<file path="config.mk">
export PLATFORM = sky130hd
export DESIGN_NAME = edge_aggr_top
export DESIGN_NICKNAME = d
export VERILOG_FILES = /design/src/rtl/edge_pkg.sv /design/src/rtl/rr_arbiter.sv /design/src/rtl/edge_buffer_one.sv /design/src/rtl/edge_buffer.sv /design/src/rtl/reduction_stage.sv /design/src/rtl/edge_aggr_top.sv
export SDC_FILE = /design/constraint.sdc
export NUM_CORES = 1
export LEC_CHECK = 0
export BUFFER_PORTS_ARGS = -buffer_cell sky130_fd_sc_hd__buf_2
export CORE_AREA = 10 10 293 295
export DETAILED_ROUTE_END_ITERATION = 6
export DIE_AREA = 0 0 303 305
export PLACE_DENSITY = 0.79
export SYNTH_ARGS = -nofsm -noshare
export SYNTH_HDL_FRONTEND = slang
export SYNTH_SLANG_ARGS = --single-unit
</file>
<file path="constraint.sdc">
create_clock -name clk -period 11.2 [get_ports clk]
set_input_delay 2.24 -clock clk [delete_from_list [all_inputs] [get_ports clk]]
set_output_delay 2.24 -clock clk [all_outputs]
set_load 0.05 [all_outputs]
</file>
<file path="src/rtl/edge_pkg.sv">
package edge_pkg;

    // width of one feature value
    parameter int fv_w = 16;

    // bank_id fields are sized for up to this many banks
    parameter int max_pe = 8;
    parameter int bank_id_w = $clog2(max_pe);

    // 8 guard bits, so 256 beats of full-scale data cannot wrap
    parameter int sum_w = fv_w + 8;

    typedef logic [bank_id_w-1:0] bank_id_t;
    typedef logic [sum_w-1:0] sum_t;

    // one beat from an edge PE into its bank
    // done_aggr and wb_en only count on the eos beat
    typedef struct packed {
        logic valid;
        logic sos;
        logic eos;
        logic [1:0][fv_w-1:0] fv_data;
        logic done_aggr;
        logic wb_en;
    } edge_pe2bank;

    // one beat from a bank to the reduction stage, all zero when idle
    typedef struct packed {
        logic valid;
        logic sos;
        logic eos;
        bank_id_t bank_id;
        logic [1:0][fv_w-1:0] fv_data;
        logic done_aggr;
    } bank2rs;

    // one beat from a bank toward the output SRAM
    typedef struct packed {
        logic req;
        logic sos;
        logic eos;
        logic [1:0][fv_w-1:0] fv_data;
    } bank2osram;

    // one reduction result per message
    typedef struct packed {
        logic valid;
        bank_id_t bank_id;
        logic done_aggr;
        logic [1:0][sum_w-1:0] sum;
    } rs_result;

    // bank FSM states
    typedef enum logic [1:0] {
        st_fill,
        st_wait_rs,
        st_send_rs,
        st_send_wb
    } bank_state_t;

endpackage

</file>
<file path="src/rtl/rr_arbiter.sv">
`timescale 1ns/1ps

module rr_arbiter #(
    parameter int num_pe = 4
) (
    input  logic clk,
    input  logic reset,
    input  logic [num_pe-1:0] req,
    input  logic rs_busy,
    output logic [num_pe-1:0] grant
);

    // ptr marks the banks still eligible in this round
    logic [num_pe-1:0] ptr;
    logic [num_pe-1:0] mask_req;
    logic [num_pe-1:0] mask_win;
    logic [num_pe-1:0] full_win;
    logic [num_pe-1:0] win;
    logic [num_pe-1:0] next_ptr;

    always_comb begin
        mask_req = req & ptr;
        mask_win = '0;
        full_win = '0;
        // highest index wins, later iterations overwrite lower ones
        for (int i = 0; i < num_pe; i++) begin
            if (mask_req[i]) begin
                mask_win = '0;
                mask_win[i] = 1'b1;
            end
            if (req[i]) begin
                full_win = '0;
                full_win[i] = 1'b1;
            end
        end
        win = (|mask_req) ? mask_win : full_win;

        // after bank k only the banks below k stay eligible
        next_ptr = ptr;
        for (int i = 0; i < num_pe; i++) begin
            if (win[i]) begin
                next_ptr = (i == 0) ? '1 : num_pe'((1 << i) - 1);
            end
        end
    end

    always_ff @(posedge clk or negedge reset) begin
        if (!reset) begin
            ptr <= '1;
            grant <= '0;
        end else begin
            // no grant while the reduction stage holds a message
            grant <= rs_busy ? '0 : win;
            if (!rs_busy) begin
                ptr <= next_ptr;
            end
        end
    end

endmodule

</file>
<file path="src/rtl/edge_buffer_one.sv">
`timescale 1ns/1ps

module edge_buffer_one #(
    parameter int buf_depth = 8,
    parameter int bank_id = 0
) (
    input  logic clk,
    input  logic reset,
    input  edge_pkg::edge_pe2bank edge_pkt,
    input  logic osram_grant,
    input  logic rs_grant,
    output logic rs_req,
    output edge_pkg::bank2rs rs_pkt,
    output logic bank_busy,
    output edge_pkg::bank2osram osram_pkt
);

    localparam int ptr_w = (buf_depth > 1) ? $clog2(buf_depth) : 1;

    edge_pkg::bank_state_t state;

    logic [1:0][edge_pkg::fv_w-1:0] mem [buf_depth];
    logic [ptr_w-1:0] wr_ptr;
    logic [ptr_w-1:0] wr_idx;
    logic [ptr_w-1:0] rd_ptr;
    logic [ptr_w-1:0] last_idx;
    logic done_aggr_q;
    logic beat_in;
    logic rs_send;
    logic wb_send;
    logic last_beat;

    // a sos beat always lands in slot 0
    assign wr_idx = edge_pkt.sos ? '0 : wr_ptr;
    assign beat_in = (state == edge_pkg::st_fill) && edge_pkt.valid;

    // first beat goes out in the grant cycle itself
    assign rs_send = ((state == edge_pkg::st_wait_rs) && rs_grant)
                     || (state == edge_pkg::st_send_rs);
    assign wb_send = (state == edge_pkg::st_send_wb) && osram_grant;
    assign last_beat = (rd_ptr == last_idx);

    assign rs_req = (state == edge_pkg::st_wait_rs);
    assign bank_busy = (state != edge_pkg::st_fill);

    always_ff @(posedge clk or negedge reset) begin
        if (!reset) begin
            state <= edge_pkg::st_fill;
            wr_ptr <= '0;
            rd_ptr <= '0;
            last_idx <= '0;
            done_aggr_q <= 1'b0;
        end else begin
            if (beat_in) begin
                wr_ptr <= wr_idx + ptr_w'(1);
                if (edge_pkt.eos) begin
                    last_idx <= wr_idx;
                    done_aggr_q <= edge_pkt.done_aggr;
                    rd_ptr <= '0;
                    state <= edge_pkt.wb_en ? edge_pkg::st_send_wb : edge_pkg::st_wait_rs;
                end
            end
            if (rs_send || wb_send) begin
                rd_ptr <= rd_ptr + ptr_w'(1);
                if (last_beat) begin
                    state <= edge_pkg::st_fill;
                end else if (rs_send) begin
                    state <= edge_pkg::st_send_rs;
                end
            end
        end
    end

    // beat storage
    always_ff @(posedge clk) begin
        if (beat_in) begin
            mem[wr_idx] <= edge_pkt.fv_data;
        end
    end

    always_comb begin
        rs_pkt = '0;
        if (rs_send) begin
            rs_pkt.valid = 1'b1;
            rs_pkt.sos = (rd_ptr == '0);
            rs_pkt.eos = last_beat;
            rs_pkt.bank_id = edge_pkg::bank_id_t'(bank_id);
            rs_pkt.fv_data = mem[rd_ptr];
            rs_pkt.done_aggr = done_aggr_q;
        end
    end

    // write-back beat held until the SRAM side grants it
    always_comb begin
        osram_pkt = '0;
        if (state == edge_pkg::st_send_wb) begin
            osram_pkt.req = 1'b1;
            osram_pkt.sos = (rd_ptr == '0);
            osram_pkt.eos = last_beat;
            osram_pkt.fv_data = mem[rd_ptr];
        end
    end

endmodule

</file>
<file path="src/rtl/edge_buffer.sv">
`timescale 1ns/1ps

module edge_buffer #(
    parameter int num_pe = 4,
    parameter int buf_depth = 8
) (
    input  logic clk,
    input  logic reset,
    input  edge_pkg::edge_pe2bank [num_pe-1:0] edge_pkt,
    input  logic [num_pe-1:0] osram_grant,
    input  logic rs_busy,
    output edge_pkg::bank2rs rs_pkt,
    output logic [num_pe-1:0] bank_busy,
    output logic busy,
    output edge_pkg::bank2osram [num_pe-1:0] osram_pkt
);

    logic [num_pe-1:0] rs_req;
    logic [num_pe-1:0] rs_grant;
    edge_pkg::bank2rs [num_pe-1:0] bank_pkt;

    for (genvar i = 0; i < num_pe; i++) begin : g_bank
        edge_buffer_one #(
            .buf_depth(buf_depth),
            .bank_id(i)
        ) u_bank (
            .clk(clk),
            .reset(reset),
            .edge_pkt(edge_pkt[i]),
            .osram_grant(osram_grant[i]),
            .rs_grant(rs_grant[i]),
            .rs_req(rs_req[i]),
            .rs_pkt(bank_pkt[i]),
            .bank_busy(bank_busy[i]),
            .osram_pkt(osram_pkt[i])
        );
    end

    rr_arbiter #(
        .num_pe(num_pe)
    ) u_arb (
        .clk(clk),
        .reset(reset),
        .req(rs_req),
        .rs_busy(rs_busy),
        .grant(rs_grant)
    );

    // idle banks drive zero, so a plain OR picks the sender
    always_comb begin
        rs_pkt = '0;
        for (int i = 0; i < num_pe; i++) begin
            rs_pkt = rs_pkt | bank_pkt[i];
        end
    end

    assign busy = |bank_busy;

endmodule

</file>
<file path="src/rtl/reduction_stage.sv">
`timescale 1ns/1ps

module reduction_stage (
    input  logic clk,
    input  logic reset,
    input  edge_pkg::bank2rs rs_pkt,
    output logic rs_busy,
    output edge_pkg::rs_result result
);

    logic in_prog;
    logic [1:0][edge_pkg::sum_w-1:0] acc;
    logic [1:0][edge_pkg::sum_w-1:0] acc_next;

    logic res_valid;
    edge_pkg::bank_id_t res_bank_id;
    logic res_done;
    logic [1:0][edge_pkg::sum_w-1:0] res_sum;

    // busy for the whole message, including its first beat
    assign rs_busy = rs_pkt.valid | in_prog;

    // sos restarts both lanes from the beat data
    always_comb begin
        for (int l = 0; l < 2; l++) begin
            acc_next[l] = (rs_pkt.sos ? '0 : acc[l])
                          + edge_pkg::sum_t'(rs_pkt.fv_data[l]);
        end
    end

    always_ff @(posedge clk or negedge reset) begin
        if (!reset) begin
            in_prog <= 1'b0;
            res_valid <= 1'b0;
        end else begin
            res_valid <= rs_pkt.valid && rs_pkt.eos;
            if (rs_pkt.valid) begin
                in_prog <= !rs_pkt.eos;
            end
        end
    end

    always_ff @(posedge clk) begin
        if (rs_pkt.valid) begin
            acc <= acc_next;
        end
        // capture the result on the closing beat
        if (rs_pkt.valid && rs_pkt.eos) begin
            res_bank_id <= rs_pkt.bank_id;
            res_done <= rs_pkt.done_aggr;
            res_sum <= acc_next;
        end
    end

    always_comb begin
        result.valid = res_valid;
        result.bank_id = res_bank_id;
        result.done_aggr = res_done;
        result.sum = res_sum;
    end

endmodule

</file>
<file path="src/rtl/edge_aggr_top.sv">
`timescale 1ns/1ps

module edge_aggr_top #(
    parameter int num_pe = 4,
    parameter int buf_depth = 8
) (
    input  logic clk,
    input  logic reset,
    input  edge_pkg::edge_pe2bank [num_pe-1:0] pe_pkt,
    input  logic [num_pe-1:0] osram_grant,
    output edge_pkg::bank2osram [num_pe-1:0] osram_pkt,
    output edge_pkg::rs_result result,
    output logic [num_pe-1:0] bank_busy,
    output logic busy
);

    // merged bank traffic into the reduction stage
    edge_pkg::bank2rs rs_pkt;
    logic rs_busy;

    edge_buffer #(
        .num_pe(num_pe),
        .buf_depth(buf_depth)
    ) u_edge_buffer (
        .clk(clk),
        .reset(reset),
        .edge_pkt(pe_pkt),
        .osram_grant(osram_grant),
        .rs_busy(rs_busy),
        .rs_pkt(rs_pkt),
        .bank_busy(bank_busy),
        .busy(busy),
        .osram_pkt(osram_pkt)
    );

    reduction_stage u_rs (
        .clk(clk),
        .reset(reset),
        .rs_pkt(rs_pkt),
        .rs_busy(rs_busy),
        .result(result)
    );

endmodule

</file>
======== Word-level counts from Yosys, hierarchy flattened ========
Memory sizes are Yosys's and may differ from the RTL's.
Cells that the tools add are included.
operators by class
  add/sub/neg operators ................... 10
  equal/unequal tests ..................... 16
  reductions and logical operators ........ 54
  muxes and demuxes ....................... 72
  bitwise logic cells ..................... 6
operators with widths
  cell                   count
  $mux W39               4
  $mux W35               4
  $or A39 B39 Y39        3
  $mux W2                25
  $add A24 B16 Y24       2
  $mux W24               2
  $mux W3                16
  $mux W4                11
  $add A3 B1 Y3 const B  8
  $reduce_bool A2 Y1     12
  $reduce_and A2 Y1      9
  $eq A2 B2 Y1 const B   8
  $logic_and A1 B1 Y1    13
  $eq A3 B3 Y1           4
  $logic_not A3 Y1       4
  $mux W1                10
  $eq A2 B1 Y1 const B   4
  $logic_not A2 Y1       4
  $logic_or A1 B1 Y1     8
  $reduce_or A4 Y1       2
  $and A4 B4 Y4          1
  $reduce_bool A4 Y1     1
  $logic_not A1 Y1       1
  $not A1 Y1             1
  $or A1 B1 Y1           1
word-level totals
  bits in writable memories ............... 1024
  output and inout bits ................... 198
  memories ................................ 4
  bits of input ports ..................... 154
  register bits ........................... 158
  word-level logic and storage cells ...... 192
memory list
  name                                words  bits a word  read ports  clocked after memory_dff  write ports  RTL line               text
  u_edge_buffer.g_bank[0].u_bank.mem  8      32           1           0                         1            edge_buffer_one.sv:22  logic [1:0][edge_pkg::fv_w-1:0] mem [buf_depth];
  u_edge_buffer.g_bank[1].u_bank.mem  8      32           1           0                         1            edge_buffer_one.sv:22
  u_edge_buffer.g_bank[2].u_bank.mem  8      32           1           0                         1            edge_buffer_one.sv:22
  u_edge_buffer.g_bank[3].u_bank.mem  8      32           1           0                         1            edge_buffer_one.sv:22

======== Longest topological paths before layout ========
Gate-level depths: netlist of the first run.
  depth in word-level cells ............... 11
  gate-level depth with buffers ........... 20
  mapped depth without buffers ............ 17

======== Hierarchy ========
A second synthesis of the first run with hierarchy kept.
unflattened totals
  cell total of the unflattened synthesis .. 3063
  area, all modules ....................... 50149.3 um^2
by module, submodules not included
  module                                                seq. area each (um^2)  area an instance (um^2)  cells an instance  times used
  edge_buffer_one (u_edge_buffer.g_bank[1].u_bank ...)  7987.7                 11099.4                  648                3
  edge_buffer_one (u_edge_buffer.g_bank[0].u_bank)      7987.7                 10981.8                  636                1
  reduction_stage                                       3052.9                 5257.5                   411                1
  rr_arbiter                                            178.9                  311.5                    32                 1
  edge_buffer                                           0.0                    300.3                    40                 1

======== Worst setup path after synthesis of the first run ========
Ideal clock, no wire load.
  kind .................................... in2reg
  start point ............................. input port pe_pkt[72] in the netlist's numbering
  end point ............................... memory u_edge_buffer.g_bank[1].u_bank.mem[1][0] in the netlist's numbering, enable pin
  arrival ................................. 5.579 ns
  path slack .............................. 5.120 ns
  cell stages on the path ................. 3
  buffers on the path ..................... 1
  setup time .............................. 0.501 ns
  data required time ...................... 10.699 ns
  path through ............................ nor2b_1 -> clkbuf_1 -> nor4_1
between the ends
  longest elaborated chain between the ends .. 1
RTL lines
  element                                             RTL line               text
  start: declaration                                  edge_aggr_top.sv:9     input edge_pkg::edge_pe2bank [num_pe-1:0] pe_pkt,
  $mux W3                                             edge_buffer_one.sv:34  assign wr_idx = edge_pkt.sos ? '0 : wr_ptr;
  named net u_edge_buffer.g_bank[1].u_bank.wr_idx[1]  edge_buffer_one.sv:24  logic [ptr_w-1:0] wr_idx;
  end: declaration                                    edge_buffer_one.sv:22
The timed path passes the listed nets, and every way through them passes these cells.

==> results of run 1 <==
[through the flow]
step | utilization, % | instances | setup WS, ns
2_1_floorplan | - | 2491 | 5.12
3_3_place_gp | 63.6 | 3839 | 5.58
3_5_place_dp | 63.6 | 3839 | 5.47
4_1_cts | 68.3 | 4050 | 4.83
5_1_grt | 68.4 | 4064 | 4.79
6_report | 68.4 | 4068 | 4.96
[layout make-up]
| cell class | instances | area share, % |
|---|---|---|
| Inverter | 37 | 0.254 |
| Sequential cell | 1180 | 64.4 |
| Clock inverter | 65 | 1.29 |
| Clock buffer | 146 | 5.59 |
| Timing Repair Buffer | 409 | 4.02 |
| Multi-Input combinational cell | 1153 | 22.0 |
| Antenna cell | 18 | 0.0824 |
| Tap cell | 1060 | 2.43 |
[cells by family after synthesis]
logic type	count (synthesis)
flops	1180
simple gates	424
mux	395
compound gates	243
buf+inv	158
fa+ha+maj	46
xor+xnor	44
other cells	1
[layer usage]
metal	GRT usage [%]	routed length, um
met1	36.5	46200
met2	42.7	61700
met3	7.48	15300
met4	12.8	5910
met5	0	126
[power groups by stage]
stage                     registers [mW]  clock network [mW]  logic [mW]
final                               6.24                3.87        6.57
after global routing                6.28                4.08        6.88
after CTS                           6.23                3.90        6.48
after detailed placement            6.30                   0        6.39
after global placement              6.27                   0        6.25
after floorplan                     6.33                   0        4.31
[worst max-delay path, cell delays in order, from the launching register on]
cell     delay (ns)
dfrtp_4        0.70
buf_4          0.81
mux4_2         0.61
mux2i_1        0.80
nor2_1         0.10
buf_2          0.25
[registers in the layout (all words and copies together) (netlist names), 4 cells and up]
register,count
u_edge_buffer.g_bank.u_bank.mem,1024
u_rs.acc,48
u_rs.result,48
u_edge_buffer.g_bank.u_bank.last_idx,12
u_edge_buffer.g_bank.u_bank.rd_ptr,12
u_edge_buffer.g_bank.u_bank.wr_ptr,12
u_edge_buffer.g_bank.u_bank.state,8
u_edge_buffer.g_bank.u_bank.done_aggr_q,4
u_edge_buffer.u_arb.grant,4
[synthesized netlist by cell type (3+ instances only)]
master       n  area [um2]
a21oi_1     53         265
nor2b_1     11        68.8
nor3b_1      3        22.5
nand4_1      3        18.8
a21o_1      11        82.6
nand2b_1    15        93.8
edfxtp_1  1123       33700
nor4_1       4        25.0
o21a_1      13        97.6
buf_1       20        75.1
xnor2_1     24         210
mux2_2       9         101
mux2i_1    130        1300
and2_1      38         238
dfrtp_1     54        1350
or3_1       10        62.6
mux4_2     256        5770
and3_1       6        37.5
nor3_1      25         125
dfstp_2      3        78.8
a22o_1       6        52.6
o21ai_1      5        25.0
o21ai_2      4        35.0
ha_1        44         551
xor2_1      20         175
o22a_1      31         272
buf_4       14         105
nor2_1     191         717
clkbuf_1    50         188
a21oi_2      3        26.3
nand2_1     92         345
o221ai_1    31         272
nand3_1     16        80.1
buf_2       36         180
o21bai_1     3        22.5
inv_1       37         139
o21ai_0     55         275
[path summary, 6_finish.rpt]
path | from | slack (ns) | cells after the start | endpoint
max | u_edge_buffer.g_bank[2].u_bank.rd_ptr[0] | 4.96 | 5 | osram_pkt[96]
min | u_edge_buffer.g_bank[1].u_bank.wr_ptr[1] | 0.50 | 2 | u_edge_buffer.g_bank[1].u_bank.wr_ptr[1]
max reg2reg | u_edge_buffer.g_bank[1].u_bank.rd_ptr[0] | 5.44 | 16 | u_rs.result[44]
min reg2reg | u_edge_buffer.g_bank[1].u_bank.wr_ptr[1] | 0.50 | 2 | u_edge_buffer.g_bank[1].u_bank.wr_ptr[1]
max in group asynchronous | reset | 8.66 | 2 | u_edge_buffer.g_bank[2].u_bank.rd_ptr[0]
min in group asynchronous | reset | 1.78 | 2 | u_edge_buffer.g_bank[3].u_bank.rd_ptr[0]
==> reports/qor.yml, run 1 <==
drt_iter0_markers: 3353
grt_max_degree: 69
report.final.slew_viol_count: 0
cts_setup_buffers: 0
crit_path_start_kind: "flip-flop"
nNetsFinal: 3094
crit_arrival_ns: 4.00
mostFrequentLayoutCells: "1,123 x edfxtp_1, 350 x buf_2, 256 x mux4_2"
overflow: 0
rows: 104
synth.area.mux_share_pct: 15.0
holdBufCountCts: 0
post_cts_resized: 0
cts_tree: "yes"
stdcell_area_um2: 54600
sequentialPowerShare_pct: 37.4
dp_hpwl_um: 85100
syn_to_final_growth_pct: 14.6
postRouteAntennaNets: 0
fin_skew_ns: 0.0379
hold_violations: 0
synth_edf_count: 1123
syn_area_per_cell_um2: 19.1
tightestPinTransition_ns: 1.20
core_area_um2: 79900
ys_seq_elements: 1180
multi_input_area_um2: 12000
drc: 0
globalplace.congestion: 0.893
switchingPower_mw: 6.45
post-route-period-util_pct: 55.7
syn_inst: 2491
yosysUniqueCellTypes: 73
synth_ff_type: "edfxtp_1"
fp.dieH_um: 305
die_area_um2: 92400
layout_commonest_cell: "edfxtp_1"
synthArstFlopShare_pct: 4.83
hold_ws_ns: 0.503
n_fill_cell: 4968
p_leak_nw: 18.7
outcome: "finished clean"
synth_top_family_by_area: "multiplexers"
path_class: "flip-flop to primary output"
p_clk_share_pct: 23.2
start_util_pct: 59.7
ir_drop_v: 0.000216
placed_cell_area_um2: 50800
drt_wl_total_um: 129000
grt_pass1_vias: 26675
hp-class: "flip-flop to flip-flop"
clock_latency_ns: 0.69
final.setup.tns_ns: 0
setup_viol: 0
p_per_area_nw_per_um2: 305
max_slew_margin_pct: 18.0
wl_per_cell_um: 31.8
numCtsBuffers: 113
period_needed_ns: 6.24
antenna_found_initial: 30
p_sw_share_pct: 38.7
path_max_fanout: 47
drv_cap: 0
synthAdderAreaFrac_pct: 1.24
p_total_mw: 16.7
clock.fmax_mhz: 160
rsz0062_at_grt: "false"
firstDrtPassIters: 6
yosys_warnings: 0
endpoint_kind: "primary output"
detail_route.vias_per_cell: 6.51
synth-simple-area-share_pct: 4.01
required_ns: 8.96
cts_root_buf: "clkbuf_16"
clockBufferDepth: 3
die_x_um: 303
synthXorXnorAreaFrac_pct: 0.808
seqCellArea_um2: 35200
ys_seq_area_share_pct: 73.7
synth_compound_area_share_pct: 3.69
port_buffers: 350
grt_usage_pct: 27.6
cts-htree-levels: 3
vias: 26465
clk_pin_slew_ns: 0.06
clock_sinks: 1180
netlist_area_um2: 47700
internal_power_mw: 10.2
io_pins: 352
combPwrFrac_pct: 39.4
syn_nets: 2691
grt_pass1_wl_um: 185000
drive_above_1_share_pct: 30.4
Note: power is estimated with default switching activity, not from simulation.
==> run 2: changes to the inputs <==
==> constraint.sdc (replaced) <==
create_clock -name clk -period 6.07 [get_ports clk]
set_input_delay 1.214 -clock clk [delete_from_list [all_inputs] [get_ports clk]]
set_output_delay 1.214 -clock clk [all_outputs]
set_load 0.05 [all_outputs]
==> reports/qor.yml, run 2 (synthesis results as in run 1) <==
slowest_delay_ns: 1.01
drv_cap: 0
clk_pin_slew_ns: 0.06
crit_arrival_ns: 5.39
globalplace.congestion: 0.890
pre_cts_ws_ns: 1.09
p_per_area_nw_per_um2: 563
setup_ws_ns: 1.07
clock.fmax_mhz: 200
p_leak_nw: 18.8
die_area_um2: 92400
clock_sinks: 1180
clock_latency_ns: 0.69
mostFrequentLayoutCells: "1,123 x edfxtp_1, 350 x buf_2, 256 x mux4_2"
cts-htree-levels: 3
required_ns: 6.46
grt_max_degree: 58
post-route-util_pct: 68.7
drt_wl_total_um: 128000
antenna_found_initial: 28
dp.cells: 3858
outcome: "finished clean"
core_area_um2: 79900
report.final.slew_viol_count: 0
wl_per_cell_um: 31.4
syn_to_final_growth_pct: 15.2
ir_drop_v: 0.000353
postRouteAntennaNets: 0
grt_pass1_vias: 26500
tightestPinTransition_ns: 1.16
post-route-period-util_pct: 82.4
critPathTopFamily: "simple AND/OR/NAND/NOR gates"
max_slew_margin_pct: 22.1
largest_register: "u_edge_buffer.g_bank.u_bank.mem"
cts_tree: "yes"
port_buffers: 350
fp.dieH_um: 305
clockBufferDepth: 3
layout_commonest_cell: "edfxtp_1"
final.setup.tns_ns: 0
final_cells: 4082
cts_setup_buffers: 0
rows: 104
largest_reg_flops: 1024
start_util_pct: 59.7
path_class: "flip-flop to flip-flop"
firstDrtPassIters: 6
placed_cell_area_um2: 51000
fin_skew_ns: 0.0369
vias: 26483
hold_violations: 0
endpoint_kind: "flip-flop"
numCtsBuffers: 113
drive_above_1_share_pct: 31.2
overflow: 0
crit_top_cell: "ha_1"
cp_slowest_cell: "dfrtp_4"
path_cells: "inv_1 > ha_1 > nand2b_1 > nor2_1 > nor4_4 > buf_4 > and2_1 > ha_1 > nor2b_1 > o21ai_2 > a21boi_2 > o41ai_4 > o211ai_2 > a221oi_4 > or3_1 > a21oi_1"
nNetsFinal: 3113
stdcell_area_um2: 54900
hold_ws_ns: 0.490
dp_hpwl_um: 86100
detail_route.vias_per_cell: 6.49
post_cts_resized: 0
cts_root_buf: "clkbuf_16"
rsz0062_at_grt: "false"
die_x_um: 303
grt_pass1_wl_um: 184000
hp-class: "flip-flop to flip-flop"
holdBufCountCts: 0
io_pins: 352
crit_path_start_kind: "flip-flop"
drc: 0
path_max_fanout: 45
setup_viol: 0
critPathBufInv: 2
grt_usage_pct: 27.4
drt_iter0_markers: 3457
p_total_mw: 30.9
period_needed_ns: 5.00
[run 2: cell count changes in the layout (fill, tap and decap cells not counted), sizes merged, moves of 3 or more]
cell	change
bufinv	+3
inv	+3
clkbuf	-8
clkinv	-5
buf	+19
[run 2: worst min-delay path, cell delays in order (launching register included)]
cell and delay, ns:
dfstp_2 0.38, inv_1 0.05, a21oi_1 0.05
[run 2: area by class of cell]
type	instances	area (um2)
clock inverters	67	813
flip-flops and latches	1180	35200
clock buffers	138	3030
diodes	19	47.5
well taps	1060	1330
multi-input cells	1153	12000
repair buffers	428	2360
inverters	37	139
fillers	4906	25000
[run 2: worst paths after layout]
| check | startpoint | slack [ns] | cells after the start | end |
|---|---|---|---|---|
| worst max-delay path | u_edge_buffer.g_bank[3].u_bank.rd_ptr[0] | 1.07 | 16 | u_rs.result[42] |
| worst min-delay path | u_edge_buffer.u_arb.ptr[1] | 0.49 | 2 | u_edge_buffer.u_arb.ptr[1] |
| worst max register to register | u_edge_buffer.g_bank[3].u_bank.rd_ptr[0] | 1.07 | 16 | u_rs.result[42] |
| worst min register to register | u_edge_buffer.u_arb.ptr[1] | 0.49 | 2 | u_edge_buffer.u_arb.ptr[1] |
| max in group asynchronous | reset | 4.62 | 2 | u_edge_buffer.g_bank[0].u_bank.rd_ptr[0] |
| min in group asynchronous | reset | 0.73 | 2 | u_edge_buffer.g_bank[3].u_bank.rd_ptr[2] |
[run 2: where the power goes]
group | internal (mW) | switching [mW] | leakage [nW]
Clock | 4.30 | 2.97 | 1.88
Combinational | 4.16 | 7.85 | 6.03
Sequential | 10.6 | 1.04 | 10.9
Total | 19.1 | 11.9 | 18.8
[run 2: per-layer routing]
layer / routed length [um] / vias up / track usage, %
met5: 160 / - / 0
met4: 6030 / 22 / 12.2
met3: 15200 / 273 / 7.82
met2: 60200 / 1672 / 42.0
met1: 46400 / 13612 / 36.5
li1: - / 10904 / -
